## src/design/i2c_pkg.sv

```systemverilog
package i2c_pkg;

    // ==============================
    // Bus widths
    // ==============================

    localparam int ADDR_W = 7;
    localparam int DATA_W = 8;

    // ==============================
    // Bit phases
    // ==============================

    // Every bus bit spans four i2c_clk cycles
    // Phases 0 and 1 keep SCL low, and SDA is set in phase 0
    // Phases 2 and 3 keep SCL high, and the controller samples in phase 3
    localparam int PHASES_PER_BIT = 4;
    localparam int PHASE_W = $clog2(PHASES_PER_BIT);

    localparam logic [PHASE_W-1:0] PHASE_SCL_HIGH = PHASE_W'(2);
    localparam logic [PHASE_W-1:0] PHASE_SAMPLE   = PHASE_W'(PHASES_PER_BIT - 1);

    // Default bus population, target k answers BASE_ADDR_DEF + k
    localparam int                 NUM_TARGETS_DEF = 4;
    localparam logic [ADDR_W-1:0]  BASE_ADDR_DEF   = 7'h20;

    // Controller FSM states
    typedef enum logic [3:0] {
        IDLE,
        START,
        ADDR,
        ADDR_ACK,
        WDATA,
        WDATA_ACK,
        RDATA,
        RDATA_ACK,
        STOP
    } ctrl_state_t;

endpackage

```

## src/design/i2c_bus_resolver.sv

```systemverilog
`timescale 1ns/100ps

module i2c_bus_resolver #(
    parameter int NUM_TARGETS = i2c_pkg::NUM_TARGETS_DEF
) (
    input  logic                   i2c_clk,
    input  logic                   rst_n,
    input  logic                   scl_i,
    input  logic                   ctrl_sda_i,
    input  logic [NUM_TARGETS-1:0] tgt_sda_i,
    output logic                   sda_bus_o,
    output logic                   bus_busy_o
);

    logic sda_bus;
    logic scl_q;
    logic sda_q;
    logic bus_busy_q;
    logic start_det;
    logic stop_det;

    // Open drain, any single driver pulling low wins
    assign sda_bus = ctrl_sda_i & (&tgt_sda_i);

    // ==============================
    // START and STOP tracking
    // ==============================

    assign start_det = scl_i & scl_q & sda_q & ~sda_bus;
    assign stop_det  = scl_i & scl_q & ~sda_q & sda_bus;

    always_ff @(posedge i2c_clk or negedge rst_n) begin
        if (!rst_n) begin
            scl_q      <= 1'b1;
            sda_q      <= 1'b1;
            bus_busy_q <= 1'b0;
        end else begin
            scl_q <= scl_i;
            sda_q <= sda_bus;
            if (start_det) begin
                bus_busy_q <= 1'b1;
            end else if (stop_det) begin
                bus_busy_q <= 1'b0;
            end
        end
    end

    assign sda_bus_o  = sda_bus;
    assign bus_busy_o = bus_busy_q;

endmodule

```

## src/design/i2c_controller.sv

```systemverilog
`timescale 1ns/100ps

module i2c_controller (
    input  logic                        i2c_clk,
    input  logic                        rst_n,
    input  logic                        start_i,
    input  logic [i2c_pkg::ADDR_W-1:0]  addr_i,
    input  logic                        rw_i,
    input  logic [i2c_pkg::DATA_W-1:0]  wdata_i,
    input  logic                        sda_i,
    output logic                        scl_o,
    output logic                        sda_o,
    output logic                        busy_o,
    output logic                        done_o,
    output logic                        nack_o,
    output logic [i2c_pkg::DATA_W-1:0]  rdata_o
);

    localparam int BIT_W = $clog2(i2c_pkg::DATA_W);
    localparam logic [BIT_W-1:0] LAST_BIT = BIT_W'(i2c_pkg::DATA_W - 1);

    i2c_pkg::ctrl_state_t state_q;

    logic [i2c_pkg::PHASE_W-1:0] phase_q;
    logic [BIT_W-1:0]            bit_cnt_q;
    logic [i2c_pkg::DATA_W-1:0]  shift_q;
    logic [i2c_pkg::DATA_W-1:0]  wdata_q;
    logic [i2c_pkg::DATA_W-1:0]  rdata_q;
    logic                        rw_q;
    logic                        busy_q;
    logic                        done_q;
    logic                        nack_q;
    logic                        bit_end;
    logic                        cmd_accept;

    assign bit_end    = (phase_q == i2c_pkg::PHASE_SAMPLE);
    assign cmd_accept = (state_q == i2c_pkg::IDLE) && start_i;

    // ==============================
    // Sequencing FSM
    // ==============================

    // Each state lasts one or more whole bit slots, and moves on at the
    // end of the last phase of its slot
    always_ff @(posedge i2c_clk or negedge rst_n) begin
        if (!rst_n) begin
            state_q   <= i2c_pkg::IDLE;
            phase_q   <= '0;
            bit_cnt_q <= '0;
            busy_q    <= 1'b0;
            done_q    <= 1'b0;
            nack_q    <= 1'b0;
            rdata_q   <= '0;
        end else begin
            done_q <= 1'b0;
            if (state_q == i2c_pkg::IDLE) begin
                phase_q   <= '0;
                bit_cnt_q <= '0;
                if (start_i) begin
                    state_q <= i2c_pkg::START;
                    busy_q  <= 1'b1;
                    nack_q  <= 1'b0;
                end
            end else begin
                phase_q <= bit_end ? '0 : phase_q + 1'b1;
                if (bit_end) begin
                    case (state_q)
                        i2c_pkg::START: begin
                            bit_cnt_q <= '0;
                            state_q   <= i2c_pkg::ADDR;
                        end
                        i2c_pkg::ADDR: begin
                            bit_cnt_q <= bit_cnt_q + 1'b1;
                            if (bit_cnt_q == LAST_BIT) begin
                                state_q <= i2c_pkg::ADDR_ACK;
                            end
                        end
                        i2c_pkg::ADDR_ACK: begin
                            bit_cnt_q <= '0;
                            // A released line here means no target took the address
                            if (sda_i) begin
                                nack_q  <= 1'b1;
                                state_q <= i2c_pkg::STOP;
                            end else if (rw_q) begin
                                state_q <= i2c_pkg::RDATA;
                            end else begin
                                state_q <= i2c_pkg::WDATA;
                            end
                        end
                        i2c_pkg::WDATA: begin
                            bit_cnt_q <= bit_cnt_q + 1'b1;
                            if (bit_cnt_q == LAST_BIT) begin
                                state_q <= i2c_pkg::WDATA_ACK;
                            end
                        end
                        i2c_pkg::WDATA_ACK: begin
                            state_q <= i2c_pkg::STOP;
                        end
                        i2c_pkg::RDATA: begin
                            bit_cnt_q <= bit_cnt_q + 1'b1;
                            if (bit_cnt_q == LAST_BIT) begin
                                state_q <= i2c_pkg::RDATA_ACK;
                            end
                        end
                        i2c_pkg::RDATA_ACK: begin
                            rdata_q <= shift_q;
                            state_q <= i2c_pkg::STOP;
                        end
                        i2c_pkg::STOP: begin
                            busy_q  <= 1'b0;
                            done_q  <= 1'b1;
                            state_q <= i2c_pkg::IDLE;
                        end
                        default: begin
                            state_q <= i2c_pkg::IDLE;
                        end
                    endcase
                end
            end
        end
    end

    // Shift register, MSB first in both directions
    always_ff @(posedge i2c_clk) begin
        if (cmd_accept) begin
            shift_q <= {addr_i, rw_i};
            wdata_q <= wdata_i;
            rw_q    <= rw_i;
        end else if (bit_end) begin
            case (state_q)
                i2c_pkg::ADDR,
                i2c_pkg::WDATA:    shift_q <= {shift_q[i2c_pkg::DATA_W-2:0], 1'b0};
                i2c_pkg::ADDR_ACK: shift_q <= wdata_q;
                i2c_pkg::RDATA:    shift_q <= {shift_q[i2c_pkg::DATA_W-2:0], sda_i};
                default:           shift_q <= shift_q;
            endcase
        end
    end

    // ==============================
    // Bus pins
    // ==============================

    // START pulls SDA low halfway through a high SCL slot, STOP releases
    // it in the last phase while SCL is high
    always_comb begin
        scl_o = 1'b1;
        sda_o = 1'b1;
        case (state_q)
            i2c_pkg::IDLE: begin
                scl_o = 1'b1;
                sda_o = 1'b1;
            end
            i2c_pkg::START: begin
                scl_o = 1'b1;
                sda_o = (phase_q < i2c_pkg::PHASE_SCL_HIGH);
            end
            i2c_pkg::ADDR,
            i2c_pkg::WDATA: begin
                scl_o = (phase_q >= i2c_pkg::PHASE_SCL_HIGH);
                sda_o = shift_q[i2c_pkg::DATA_W-1];
            end
            i2c_pkg::STOP: begin
                scl_o = (phase_q >= i2c_pkg::PHASE_SCL_HIGH);
                sda_o = (phase_q == i2c_pkg::PHASE_SAMPLE);
            end
            default: begin
                // ACK slots and read data, the read ACK slot sends a NACK
                scl_o = (phase_q >= i2c_pkg::PHASE_SCL_HIGH);
                sda_o = 1'b1;
            end
        endcase
    end

    assign busy_o  = busy_q;
    assign done_o  = done_q;
    assign nack_o  = nack_q;
    assign rdata_o = rdata_q;

endmodule

```

## src/design/i2c_subsystem.sv

```systemverilog
`timescale 1ns/100ps

module i2c_subsystem #(
    parameter int                         NUM_TARGETS = i2c_pkg::NUM_TARGETS_DEF,
    parameter logic [i2c_pkg::ADDR_W-1:0] BASE_ADDR   = i2c_pkg::BASE_ADDR_DEF
) (
    input  logic                                    i2c_clk,
    input  logic                                    rst_n,
    input  logic                                    start_i,
    input  logic [i2c_pkg::ADDR_W-1:0]              addr_i,
    input  logic                                    rw_i,
    input  logic [i2c_pkg::DATA_W-1:0]              wdata_i,
    output logic                                    busy_o,
    output logic                                    done_o,
    output logic                                    nack_o,
    output logic [i2c_pkg::DATA_W-1:0]              rdata_o,
    output logic                                    bus_busy_o,
    output logic                                    scl_o,
    output logic                                    sda_o,
    output logic [NUM_TARGETS*i2c_pkg::DATA_W-1:0]  target_data_o
);

    logic                   scl;
    logic                   ctrl_sda;
    logic                   sda_bus;
    logic [NUM_TARGETS-1:0] tgt_sda;

    i2c_controller u_controller (
        .i2c_clk (i2c_clk),
        .rst_n   (rst_n),
        .start_i (start_i),
        .addr_i  (addr_i),
        .rw_i    (rw_i),
        .wdata_i (wdata_i),
        .sda_i   (sda_bus),
        .scl_o   (scl),
        .sda_o   (ctrl_sda),
        .busy_o  (busy_o),
        .done_o  (done_o),
        .nack_o  (nack_o),
        .rdata_o (rdata_o)
    );

    // Targets sit on consecutive addresses starting at BASE_ADDR
    for (genvar k = 0; k < NUM_TARGETS; k++) begin : g_target
        localparam int unsigned TGT_ADDR = int'(BASE_ADDR) + k;

        i2c_target #(
            .TARGET_ADDR (TGT_ADDR[i2c_pkg::ADDR_W-1:0])
        ) u_target (
            .i2c_clk (i2c_clk),
            .rst_n   (rst_n),
            .scl_i   (scl),
            .sda_i   (sda_bus),
            .sda_o   (tgt_sda[k]),
            .data_o  (target_data_o[k*i2c_pkg::DATA_W +: i2c_pkg::DATA_W])
        );
    end

    i2c_bus_resolver #(
        .NUM_TARGETS (NUM_TARGETS)
    ) u_resolver (
        .i2c_clk    (i2c_clk),
        .rst_n      (rst_n),
        .scl_i      (scl),
        .ctrl_sda_i (ctrl_sda),
        .tgt_sda_i  (tgt_sda),
        .sda_bus_o  (sda_bus),
        .bus_busy_o (bus_busy_o)
    );

    assign scl_o = scl;
    assign sda_o = sda_bus;

endmodule

```

## src/design/i2c_target.sv

```systemverilog
`timescale 1ns/100ps

module i2c_target #(
    parameter logic [i2c_pkg::ADDR_W-1:0] TARGET_ADDR = i2c_pkg::BASE_ADDR_DEF
) (
    input  logic                        i2c_clk,
    input  logic                        rst_n,
    input  logic                        scl_i,
    input  logic                        sda_i,
    output logic                        sda_o,
    output logic [i2c_pkg::DATA_W-1:0]  data_o
);

    localparam int BCNT_W = $clog2(i2c_pkg::DATA_W + 1);
    localparam logic [BCNT_W-1:0] BYTE_BITS = BCNT_W'(i2c_pkg::DATA_W);

    typedef enum logic [2:0] {
        T_IDLE,
        T_ADDR,
        T_ADDR_ACK,
        T_WRITE,
        T_WRITE_ACK,
        T_READ
    } tgt_state_t;

    tgt_state_t state_q;

    logic                       scl_q;
    logic                       sda_q;
    logic [BCNT_W-1:0]          bit_cnt_q;
    logic [i2c_pkg::DATA_W-1:0] shift_q;
    logic [i2c_pkg::DATA_W-1:0] data_q;
    logic                       rw_q;
    logic                       sda_drv_q;
    logic                       scl_rise;
    logic                       scl_fall;
    logic                       start_det;
    logic                       stop_det;

    // ==============================
    // Bus event detection
    // ==============================

    always_ff @(posedge i2c_clk or negedge rst_n) begin
        if (!rst_n) begin
            scl_q <= 1'b1;
            sda_q <= 1'b1;
        end else begin
            scl_q <= scl_i;
            sda_q <= sda_i;
        end
    end

    assign scl_rise  = scl_i & ~scl_q;
    assign scl_fall  = ~scl_i & scl_q;
    assign start_det = scl_i & scl_q & sda_q & ~sda_i;
    assign stop_det  = scl_i & scl_q & ~sda_q & sda_i;

    // ==============================
    // Byte engine
    // ==============================

    // Data is taken on SCL rise, and every drive change waits for SCL fall
    always_ff @(posedge i2c_clk or negedge rst_n) begin
        if (!rst_n) begin
            state_q   <= T_IDLE;
            bit_cnt_q <= '0;
            shift_q   <= '0;
            data_q    <= '0;
            rw_q      <= 1'b0;
            sda_drv_q <= 1'b1;
        end else if (start_det) begin
            state_q   <= T_ADDR;
            bit_cnt_q <= '0;
            sda_drv_q <= 1'b1;
        end else if (stop_det) begin
            state_q   <= T_IDLE;
            sda_drv_q <= 1'b1;
        end else begin
            case (state_q)
                T_ADDR,
                T_WRITE: begin
                    if (scl_rise) begin
                        shift_q   <= {shift_q[i2c_pkg::DATA_W-2:0], sda_i};
                        bit_cnt_q <= bit_cnt_q + 1'b1;
                    end else if (scl_fall && (bit_cnt_q == BYTE_BITS)) begin
                        bit_cnt_q <= '0;
                        if (state_q == T_WRITE) begin
                            data_q    <= shift_q;
                            sda_drv_q <= 1'b0;
                            state_q   <= T_WRITE_ACK;
                        end else if (shift_q[i2c_pkg::DATA_W-1:1] == TARGET_ADDR) begin
                            rw_q      <= shift_q[0];
                            sda_drv_q <= 1'b0;
                            state_q   <= T_ADDR_ACK;
                        end else begin
                            // Someone else's address, wait for the next START
                            state_q <= T_IDLE;
                        end
                    end
                end
                T_ADDR_ACK: begin
                    if (scl_fall) begin
                        if (rw_q) begin
                            sda_drv_q <= data_q[i2c_pkg::DATA_W-1];
                            shift_q   <= {data_q[i2c_pkg::DATA_W-2:0], 1'b0};
                            state_q   <= T_READ;
                        end else begin
                            sda_drv_q <= 1'b1;
                            state_q   <= T_WRITE;
                        end
                    end
                end
                T_WRITE_ACK: begin
                    if (scl_fall) begin
                        sda_drv_q <= 1'b1;
                        state_q   <= T_IDLE;
                    end
                end
                T_READ: begin
                    if (scl_rise) begin
                        bit_cnt_q <= bit_cnt_q + 1'b1;
                    end else if (scl_fall) begin
                        if (bit_cnt_q == BYTE_BITS) begin
                            // Let go for the controller's ACK slot
                            sda_drv_q <= 1'b1;
                            state_q   <= T_IDLE;
                        end else begin
                            sda_drv_q <= shift_q[i2c_pkg::DATA_W-1];
                            shift_q   <= {shift_q[i2c_pkg::DATA_W-2:0], 1'b0};
                        end
                    end
                end
                default: begin
                    sda_drv_q <= 1'b1;
                end
            endcase
        end
    end

    assign sda_o  = sda_drv_q;
    assign data_o = data_q;

endmodule

```

## config.mk

```make
export PLATFORM = sky130hd
export DESIGN_NAME = i2c_subsystem
export DESIGN_NICKNAME = d
export VERILOG_FILES = /design/src/design/i2c_pkg.sv /design/src/design/i2c_bus_resolver.sv /design/src/design/i2c_controller.sv /design/src/design/i2c_subsystem.sv /design/src/design/i2c_target.sv
export SDC_FILE = /design/constraint.sdc
export NUM_CORES = 1
export LEC_CHECK = 0
export ABC_AREA = 1
export BUFFER_PORTS_ARGS = -buffer_cell sky130_fd_sc_hd__buf_4
export CAP_MARGIN = 20
export CORE_MARGIN = 5
export CORE_UTILIZATION = 60
export DETAILED_ROUTE_END_ITERATION = 10
export PLACE_DENSITY_LB_ADDON = 0.08
export SYNTH_ARGS = -nofsm -noshare
export SYNTH_HDL_FRONTEND = slang
export SYNTH_SLANG_ARGS = --single-unit
```

## constraint.sdc

```tcl
create_clock -name i2c_clk -period 2.88 [get_ports i2c_clk]
set_clock_uncertainty 0.1 [all_clocks]
set_input_delay 0.144 -clock i2c_clk [delete_from_list [all_inputs] [get_ports i2c_clk]]
set_output_delay 0.144 -clock i2c_clk [all_outputs]
set_load 0.02 [all_outputs]
```

==> reports/metrics.cfg, run 1 <==
[clocking]
cts_root_buffer=clkbuf_16
cts_tree=yes
numCtsBuffers=17
cts.sinks=140
clk_latency_ns=0.42
cts.repair.resized=0
clk_path_buf_depth=2
cts.clk_slew.worst_paths_ns=0.06
htree_levels=4

[global_route]
grt_pass1_vias=5871
grt-ovfl-total=0
grt_start_max_net_pins=55
grtUsageTotal_pct=23.2
grt_pass1_wl_um=27200
antenna_found_initial=0

[logic_synthesis]
synth.avg_cell_area_um2=8.56
synth_area_leaders=dfrtp_1, nand2_1, edfxtp_1
synth.largest_area_cell=dfrtp_1
synth_ff_type=dfrtp_1
ys_warn_count=0
yosysMostFrequentCell=nand2_1
synth_top_area_share_pct=40.2
synth.top_cells.by_count=nand2_1, dfrtp_1, o21ai_0
yosysSeqAreaShare_pct=49.4
synth_edf_count=17
ys_types=47
synthesis.nets=882
async_flop_share_pct=87.9
synth_area_mm2=0.00728
synthCells=851
synth.ff_latch_count=140

[timing]
fin_hold_ws_ns=0.193
timing.setup.tns_ns=0
hold_viol=0
worst_pin_slew_ns=0.714
setup_violations=0
finalCritPeriodShare_pct=84.4
maxSlewViolCount=0
max-slew-margin-rel_pct=52.4
layout_min_cycle_time_ns=2.43
timing.fmax_mhz=411
rsz0062_at_grt=no

[drt]
drt-initial-drc-count=505
postRouteWirelength_um=16200
drtAntennaViolNets=0
vias_per_cell=5.53
drc=0
drt-wirelength-per-cell_um=14.7
num_vias=6083
dr.pass1.iters=6

[power_and_ir_drop]
pwr-share-seq_pct=34.2
p_switching_mw=3.44
comb_power_share_pct=39.3
p_int_mw=5.01
p_clk_share_pct=26.5
power.density_mw_per_mm2=973
ir_drop_uv=516
leakagePower_nw=4.22
swShare_pct=40.8

[floorplanning]
dieArea_mm2=0.0144
dieWidth_um=120
num_rows=40
io_pins=65
core_mm2=0.0120
start_util_pct=60.9
die_y_um=120

[worst_setup_path]
critPathCaptureType=output pin
worstReg2RegStart=u_controller.state_q[0]$_DFFE_PN0P_
cp-endpoint=sda_o
path_class=register to output pin
start_kind=register
cp-startpoint=u_controller.state_q[0]$_DFFE_PN0P_
r2r_end=g_target[3].u_target.shift_q[3]$_DFFE_PN0P_
cp_max_fo=8
worstPathArrival_ns=2.19
r2r_cells=12
worst_ep_required_time_ns=2.64
rrSetupSlack_ns=0.45

[place]
place_congestion=0.934
dp_hpwl_um=11300
port_buffers=64
placedCellCount=1052

[min_path]
hp-class=input port to register

[cells_and_area]
fin_cells=1100
nNetsFinal=972
fillers=902
syn_to_final_growth_pct=19.2
diodes=0
drive_above_1_share_pct=19.2

[status]
status=finished, final reports clean

[run]
maxCapViolCount=0

-- registers in the layout, indices dropped and copies added, names as in the netlist --
signal	count
g_target.u_target.bit_cnt_q	16
g_target.u_target.data_o	32
g_target.u_target.rw_q	4
g_target.u_target.sda_o	4
g_target.u_target.shift_q	32
g_target.u_target.state_q	12
u_controller.bit_cnt_q	3
u_controller.busy_o	1
u_controller.done_o	1
u_controller.nack_o	1
u_controller.phase_q	2
u_controller.rdata_o	8
u_controller.rw_q	1
u_controller.shift_q	8
u_controller.state_q	4
u_controller.wdata_q	8
u_resolver.bus_busy_o	1
u_resolver.scl_q	1
u_resolver.sda_q	1
-- power groups by stage --
stage                     sequential [mW]  combinational [mW]  clock (mW)
after global routing                 2.95                3.71        2.36
final                                2.89                3.32        2.24
after detailed placement             2.92                3.26           0
after global placement               2.89                3.18           0
after floorplan                      2.88                2.48           0
after CTS                            2.89                3.31        2.27
-- per-stage QoR --
step	instance area, um2	setup WS [ns]	utilization, %	power [mW]
after detailed placement	7900	0.488	66.1	6.17
after global routing	8680	0.258	72.6	9.03
final	8680	0.448	72.6	8.45
after floorplan	7280	0.479	-	5.36
after global placement	7900	0.623	66.1	6.07
after CTS	8680	0.461	72.6	8.46
-- cell families (layout without fill, tap and decap cells) --
| kind of cell | Yosys count | count (layout) | share of synthesized area (%) |
|---|---|---|---|
| AO/OA/AOI/OAI | 161 | 161 | 12.8 |
| XOR/XNOR | 8 | 8 | 0.962 |
| adder cells (fa/ha/maj) | 12 | 12 | 2.06 |
| buffers and inverters | 111 | 213 | 6.34 |
| flip-flops | 140 | 140 | 49.4 |
| multiplexers | 30 | 30 | 4.47 |
| AND/OR/NAND/NOR | 389 | 389 | 24.0 |
-- layout by cell type (no fill, tap or decap), types with 5 or more instances in the layout --
cell type / n
nor2_2: 5
nand2_1: 210
o21ai_2: 17
mux2i_1: 10
dlygate4sd3_1: 17
nor3_1: 9
nor2_1: 76
nand2_2: 7
ha_1: 12
edfxtp_1: 17
buf_4: 69
dfstp_2: 6
a31oi_1: 8
dfrtp_1: 117
nand3_1: 43
inv_2: 8
clkbuf_16: 17
mux2_2: 20
nand4_1: 18
inv_1: 85
o21ai_0: 89
o211ai_1: 12
a21oi_1: 22
o22ai_1: 5
-- timing repair --
action / 4_1_cts / 5_1_grt
setup buffers: 0 / 0
hold buffers: 17 / 0
endpoints found under the hold margin: 69 / 0
-- critical path, stage by stage (launching register included) --
cell	delay, ns
dfrtp_1	0.44
inv_2	0.13
nand2_1	0.09
nor2_1	0.20
nor2_1	0.06
nand2_1	0.10
nand3_2	0.13
nand2_2	0.16
inv_1	0.23
buf_4	0.24
-- final cells by class --
type	instances	area, um2	area share, %
timing repair buffer	87	708	8.16
sequential	140	3600	41.4
inverter	95	359	4.14
multi-input combinational	600	3230	37.2
clock buffer	20	467	5.38
clock inverter	11	141	1.63
tap	147	184	2.12
-- worst min path at each step --
stage            start                                       endpoint  slack (ns)  cells after the start
2_1_floorplan    rst_n  g_target[0].u_target.bit_cnt_q[0]$_DFFE_PN0P_       -0.25                      0
3_3_place_gp     rst_n            u_controller.rdata_o[4]$_DFFE_PN0P_        0.13                      1
3_5_place_dp     rst_n            u_controller.rdata_o[3]$_DFFE_PN0P_        0.14                      1
4_1_cts        start_i            u_controller.state_q[0]$_DFFE_PN0P_        0.16                      4
5_1_grt        start_i            u_controller.state_q[3]$_DFFE_PN0P_        0.22                      5
6_report       start_i            u_controller.state_q[0]$_DFFE_PN0P_        0.19                      4
-- metal layers --
| layer | global-route usage [%] | share of wire, % |
|---|---|---|
| met2 | 39.2 | 49 |
| met1 | 30.1 | 45 |
| met5 | 0 | 0 |
| met4 | 7.44 | 1.4 |
| met3 | 4.96 | 4.8 |
Note: power is estimated with default switching activity, not from simulation.
==> run 2, diff against run 1 <==
--- a/config.mk
+++ b/config.mk
@@ -9,7 +9,7 @@
 export BUFFER_PORTS_ARGS = -buffer_cell sky130_fd_sc_hd__buf_4
 export CAP_MARGIN = 20
 export CORE_MARGIN = 5
-export CORE_UTILIZATION = 60
+export CORE_UTILIZATION = 54
 export DETAILED_ROUTE_END_ITERATION = 10
 export PLACE_DENSITY_LB_ADDON = 0.08
 export SYNTH_ARGS = -nofsm -noshare
==> constraint.sdc (replaced) <==
create_clock -name i2c_clk -period 2 [get_ports i2c_clk]
set_clock_uncertainty 0.1 [all_clocks]
set_input_delay 0.1 -clock i2c_clk [delete_from_list [all_inputs] [get_ports i2c_clk]]
set_output_delay 0.1 -clock i2c_clk [all_outputs]
set_load 0.02 [all_outputs]
==> run 2 against run 1 <==
Compared with the run above: global-route usage increased by 0.081 points; sequential share of layout area decreased by 4.2 points; the run now ends with negative setup slack left; final area increased by 11%; die area increased by 10%; routed wire length increased by 12%; critical path depth decreased by 2; clock power increased by 50%.
==> reports/metrics.cfg, run 2 (synthesis results as in run 1) <==
[status]
status=finished, violations left
violations=negative setup slack

[cells_and_area]
syn_to_final_growth_pct=32.7
seqCellArea_mm2=0.00360  ; +0.10%
fin_cells=1200  ; +9.1%
fin_area_mm2=0.00967  ; +11%
utilization_pct=73.0  ; +0.43 points
drive_above_1_share_pct=30.4  ; +11 points
final_cell_mix=nand2_1, buf_4, dfrtp_1
diodes=0  ; unchanged
fillers=1001  ; +11%
layout_commonest_cell=nand2_1
multiInputGateArea_mm2=0.00354  ; +9.7%
nNetsFinal=1042  ; +7.2%

[worst_setup_path]
worstPathArrival_ns=1.91  ; -0.28 ns
r2r_cells=12  ; unchanged
cp-endpoint=sda_o
crit_slowest_cell=dfstp_2
r2r_end=g_target[0].u_target.bit_cnt_q[3]$_DFFE_PN0P_
critPathMaxStageDelay_ns=0.53  ; +0.09 ns
worst-path-stages=7  ; -2
cp-startpoint=g_target[0].u_target.sda_o$_DFFE_PN1P_
path_class=register to output pin
start_kind=register
cpMostUsedCell=buf_6
critPathCaptureType=output pin
worstReg2RegStart=u_controller.state_q[3]$_DFFE_PN0P_
cp_top_family=simple AND/OR/NAND/NOR gates
worst_ep_required_time_ns=1.80  ; -0.84 ns
worstPathCellList=nand2_1, nor2_2, nand2_2, buf_6, inv_4, buf_6, buf_6
rrSetupSlack_ns=-0.08  ; -0.53 ns
cp_max_fo=4  ; -4
critPathBufInv=4  ; +1

[floorplanning]
dieArea_mm2=0.0159  ; +10%
num_rows=42  ; +5.0%
die_y_um=126  ; +5.0%
start_util_pct=55.0  ; -5.9 points
core_mm2=0.0132  ; +11%
io_pins=65  ; unchanged
dieWidth_um=126  ; +5.0%

[clocking]
htree_levels=4  ; unchanged
cts_root_buffer=clkbuf_16
clk_path_buf_depth=2  ; unchanged
clk_latency_ns=0.42  ; about the same
cts.clk_slew.worst_paths_ns=0.06  ; about the same
cts.sinks=140  ; unchanged
cts_tree=yes
numCtsBuffers=17  ; unchanged

[timing]
worst_pin_slew_ns=0.534  ; -0.180 ns
max-slew-margin-rel_pct=64.4  ; +12 points
hold_viol=0  ; unchanged
worst_slack_ns=-0.108  ; -0.556 ns
finalCritPeriodShare_pct=105
rsz0062_at_grt=yes
maxSlewViolCount=0  ; unchanged
setup_violations=43  ; +43
layout_min_cycle_time_ns=2.11
timing.fmax_mhz=474

[global_route]
grt_pass1_vias=6603  ; +12%
grt-ovfl-total=0  ; unchanged
grt_start_max_net_pins=52  ; -5.5%
grt_pass1_wl_um=30700  ; +13%
grtUsageTotal_pct=23.3  ; +0.081 points
antenna_found_initial=0  ; unchanged

[drt]
dr.pass1.iters=5  ; -1
num_vias=6501  ; +6.9%
postRouteWirelength_um=18100  ; +12%
drc=0  ; unchanged
vias_per_cell=5.42  ; -2.0%
drt-initial-drc-count=500  ; -0.99%
drtAntennaViolNets=0  ; unchanged
drt-wirelength-per-cell_um=15.1  ; +2.8%

[power_and_ir_drop]
power.density_mw_per_mm2=1500  ; +54%
p_int_mw=8.62  ; +72%
swShare_pct=40.4  ; -0.31 points
comb_power_share_pct=47.5  ; +8.2 points
pwr-share-seq_pct=29.3  ; -4.9 points
p_clk_share_pct=23.2  ; -3.3 points
p_switching_mw=5.85  ; +70%
ir_drop_uv=928  ; +80%
leakagePower_nw=4.66  ; +10%

[place]
placedCellCount=1127  ; +7.1%
placed_area_mm2=0.00836  ; +5.7%
place_congestion=0.996  ; +6.7%
dp_slack_ns=-0.157  ; -0.645 ns
port_buffers=64  ; unchanged
dp_hpwl_um=12400  ; +9.6%

[min_path]
hp-class=input port to async pin

[run]
maxCapViolCount=0  ; unchanged

[run 2: cell types whose count changed in the layout (fill, tap and decap cells not counted), moves of 6 or more]
cell / previous run / this run
nor2_4: 2 / 10
o21ai_0: 89 / 74
buf_6: 0 / 10
nand3_1: 43 / 37
nand2_1: 210 / 182
nand3_2: 2 / 8
o21ai_1: 3 / 15
buf_4: 69 / 122
nor2_1: 76 / 66
nand2_2: 7 / 30
[run 2: worst register-to-register path, delay by kind of cell (launching register included)]
| kind | cells | cell delay [ns] |
|---|---|---|
| AO/OA/AOI/OAI | 1 | 0.22 |
| buffers and inverters | 2 | 0.27 |
| AND/OR/NAND/NOR | 9 | 1.02 |
| flip-flops | 1 | 0.41 |
[run 2: area by class of cell]
cell class                 instances  share of cell area [%]
sequential                       140                    37.2
multi-input combinational        603                    36.6
timing repair buffer             154                    13.4
clock buffer                      18                    4.44
inverter                          95                    3.95
tap                              176                    2.28
clock inverter                    14                    2.07
[run 2: routing by layer]
| layer | vias to the layer above | share of wire, % | global-route usage (%) | wire (um) |
|---|---|---|---|---|
| met3 | 38 | 4.0 | 4.15 | 718 |
| met4 | 0 | 2.2 | 9.02 | 405 |
| li1 | 3164 | - | - | - |
| met1 | 3121 | 43 | 29.3 | 7870 |
| met5 | - | 0 | 0 | 0 |
| met2 | 178 | 50 | 40.2 | 9130 |
[run 2: worst min path at each step]
stage                                                     to  cells past startpoint
2_1_floorplan  g_target[0].u_target.bit_cnt_q[0]$_DFFE_PN0P_                      0
3_3_place_gp             u_controller.rdata_o[4]$_DFFE_PN0P_                      1
3_5_place_dp             u_controller.rdata_o[4]$_DFFE_PN0P_                      1
4_1_cts                  u_controller.state_q[0]$_DFFE_PN0P_                      5
5_1_grt                      u_controller.nack_o$_DFFE_PN0P_                      5
6_report                 u_controller.rdata_o[4]$_DFFE_PN0P_                      2
[run 2: metrics by stage]
step / power (mW) / hold slack, ns / setup TNS, ns
after floorplan: 7.75 / -0.296 / 0
after global placement: 9.55 / 0.0124 / -0.668
after detailed placement: 9.74 / 0.0149 / -2.67
after CTS: 14.0 / 0.111 / -0.902
after global routing: 15.4 / 0.158 / -10.62
final: 14.5 / 0.104 / -1.84
[run 2: timing repair]
item                                   CTS  global route
hold buffers                            17             0
setup endpoints to repair               56           101
gates cloned                             3             0
gates resized for setup                 57            52
buffers inserted                        15             6
endpoints found under the hold margin   89             0
pin swaps                               17            11
[run 2: power groups by stage]
stage / registers, mW / logic [mW] / clock network (mW)
2_1_floorplan: 4.15 / 3.61 / 0
3_3_place_gp: 4.17 / 5.38 / 0
3_5_place_dp: 4.22 / 5.52 / 0
4_1_cts: 4.20 / 6.40 / 3.42
5_1_grt: 4.33 / 7.53 / 3.55
6_report: 4.23 / 6.87 / 3.36
==> run 3, diff against run 2 <==
--- a/config.mk
+++ b/config.mk
@@ -8,10 +8,12 @@
 export ABC_AREA = 1
 export BUFFER_PORTS_ARGS = -buffer_cell sky130_fd_sc_hd__buf_4
 export CAP_MARGIN = 20
+export CORE_ASPECT_RATIO = 1.2
 export CORE_MARGIN = 5
 export CORE_UTILIZATION = 54
 export DETAILED_ROUTE_END_ITERATION = 10
 export PLACE_DENSITY_LB_ADDON = 0.08
+export REMOVE_ABC_BUFFERS = 1
 export SYNTH_ARGS = -nofsm -noshare
 export SYNTH_HDL_FRONTEND = slang
 export SYNTH_SLANG_ARGS = --single-unit
==> run 3 against run 2 <==
Compared with the run above: clock-buffer cell count is 2 higher; critical endpoint is now g_target[1].u_target.state_q[0]$_DFFE_PN0P_; critical path depth is 8 higher; sequential cell count stayed put; final area is 7.3% higher; the flow still finishes with violations (negative setup slack); clock power is 12% lower; routed wire length is 12% higher; largest cell class is now multi-input combinational cells; utilization is 5.4 points higher.
==> reports/metrics.cfg, run 3 (synthesis results as in run 1) <==
[status]
status=finished, violations left
violations=negative setup slack

[place]
place_congestion=0.938  ; -5.9%
dp_slack_ns=-0.170  ; -0.0136 ns
port_buffers=64  ; unchanged
placedCellCount=1133  ; +0.53%
dp_hpwl_um=12600  ; +1.9%

[timing]
timing.fmax_mhz=460  ; -3.0%
layout_min_cycle_time_ns=2.17  ; +0.0650 ns
worst_pin_slew_ns=0.503  ; -0.0313 ns
maxSlewViolCount=0  ; unchanged
rsz0062_at_grt=yes
worst_slack_ns=-0.173  ; -0.0650 ns
hold_viol=0  ; unchanged
max-slew-margin-rel_pct=66.2  ; +1.8 points
finalCritPeriodShare_pct=109  ; +3.2 points
setup_violations=60  ; +40%

[cells_and_area]
diodes=0  ; unchanged
layout_commonest_cell=nand2_1
drive_above_1_share_pct=38.3  ; +7.9 points
syn_to_final_growth_pct=42.5
fin_cells=1233  ; +2.8%
final_cell_mix=nand2_1, buf_4, dfrtp_1
nNetsFinal=1083  ; +3.9%

[floorplanning]
num_rows=46  ; +9.5%
start_util_pct=55.0  ; about the same
core_mm2=0.0132  ; about the same
io_pins=65  ; unchanged
die_y_um=137  ; +8.8%
dieArea_mm2=0.0159  ; about the same
dieWidth_um=116  ; -8.0%

[worst_setup_path]
worstReg2RegStart=u_controller.state_q[3]$_DFFE_PN0P_
r2r_cells=15  ; +3
worstPathArrival_ns=2.38  ; +0.47 ns
rrSetupSlack_ns=-0.17  ; -0.09 ns
start_kind=register
cp_max_fo=5  ; +1
critPathCaptureType=register
path_class=register to register
r2r_end=g_target[1].u_target.state_q[0]$_DFFE_PN0P_
worst_ep_required_time_ns=2.21  ; +0.41 ns

[drt]
drt-wirelength-per-cell_um=16.5  ; +9.3%
drt-initial-drc-count=362  ; -28%
num_vias=6807  ; +4.7%
postRouteWirelength_um=20400  ; +12%
dr.pass1.iters=5  ; unchanged
drtAntennaViolNets=0  ; unchanged
drc=0  ; unchanged
vias_per_cell=5.52  ; +1.9%

[clocking]
numCtsBuffers=17  ; unchanged
clk_latency_ns=0.42  ; about the same
clk_path_buf_depth=2  ; unchanged
cts.sinks=140  ; unchanged
cts.clk_slew.worst_paths_ns=0.06  ; about the same
cts_root_buffer=clkbuf_16
cts_tree=yes
htree_levels=4  ; unchanged

[global_route]
grtUsageTotal_pct=24.7  ; +1.4 points
grt-ovfl-total=0  ; unchanged
grt_start_max_net_pins=51  ; -1.9%
grt_pass1_wl_um=31300  ; +2.0%
antenna_found_initial=0  ; unchanged
grt_pass1_vias=6833  ; +3.5%

[power_and_ir_drop]
ir_drop_uv=1120  ; +20%
leakagePower_nw=4.99  ; +7.3%
power.density_mw_per_mm2=1530  ; +2.4%

[min_path]
hold_depth=4
hold_start=start_i
hp-class=input port to register
hold_end=u_controller.state_q[0]$_DFFE_PN0P_

[run]
maxCapViolCount=0  ; unchanged

-- run 3: cell types whose count changed in the layout (fill, tap and decap cells not counted), moves of 7 or more --
cell and delta:
buf_4 +15, o21ai_2 +7, o21ai_1 +12, buf_6 +18
nand2_1 -25, nand2_4 +12, o21ai_0 -20, nand2_2 +11
-- run 3: layer usage --
| metal | global-route usage (%) | up-vias | share of wire (%) |
|---|---|---|---|
| met4 | 9.54 | 0 | 2.9 |
| met3 | 4.70 | 54 | 4.2 |
| li1 | - | 3260 | - |
| met2 | 43.2 | 189 | 53 |
| met1 | 30.2 | 3304 | 39 |
| met5 | 0 | - | 0 |
-- run 3: what timing repair did --
item,in CTS,in global routing
gates cloned,4,4
setup endpoints to repair,76,116
setup buffers,26,21
hold buffers,17,0
pin swaps,30,37
resized for setup,107,141
hold endpoints to repair,134,0
-- run 3: area by class of cell --
type	count	area, um2
timing repair buffer	192	1720
tap	168	210
clock buffer	20	457
sequential	140	3600
inverter	95	389
multi-input combinational	605	3900
fill	872	2860
timing repair inverter	1	6.26
clock inverter	12	96.3
-- run 3: how the worst max path moves through the flow --
stage                                   startpoint                                           to  depth (start not counted)
2_1_floorplan  u_controller.state_q[2]$_DFFE_PN0P_            u_controller.shift_q[0]$_DFFE_PP_                          5
3_3_place_gp     u_controller.phase_q[0]$_DFF_PN0_  g_target[3].u_target.shift_q[4]$_DFFE_PN0P_                         13
3_5_place_dp     u_controller.phase_q[0]$_DFF_PN0_  g_target[3].u_target.shift_q[3]$_DFFE_PN0P_                         13
4_1_cts        u_controller.state_q[3]$_DFFE_PN0P_  g_target[2].u_target.shift_q[1]$_DFFE_PN0P_                         14
5_1_grt          u_controller.phase_q[0]$_DFF_PN0_  g_target[0].u_target.state_q[2]$_DFFE_PN0P_                         11
6_report       u_controller.state_q[3]$_DFFE_PN0P_  g_target[1].u_target.state_q[0]$_DFFE_PN0P_                         15
-- run 3: critical path, cell delays in order, from the launching register on --
cell	delay, ns
dfrtp_1	0.41
buf_6	0.13
nor2_4	0.13
buf_6	0.12
nand2_1	0.05
nand2_1	0.08
nand2_2	0.07
nand3_4	0.10
buf_4	0.17
nand3_4	0.14
buf_4	0.19
buf_4	0.13
nand2_1	0.06
nand2_1	0.06
nand4_1	0.08
nand2_1	0.06
-- run 3: power breakdown --
group	leakage (nW)	internal, mW	switching [mW]
Combinational	2.90	3.82	4.92
Sequential	1.82	3.65	0.553
Clock	0.279	1.76	1.19
-- run 3: metrics by stage --
step	TNS, ns	util [%]	total power, mW	hold WS [ns]	area, um2
floorplan	-6.70	-	7.58	-0.296	7180
global placement	-2.86	63.7	9.73	-0.0104	8430
detailed placement	-5.74	63.7	9.93	-0.00194	8430
CTS	-2.08	73.8	14.4	0.0320	9770
global route	-13.03	78.4	16.8	0.0895	10400
finish	-5.67	78.4	15.9	0.0671	10400
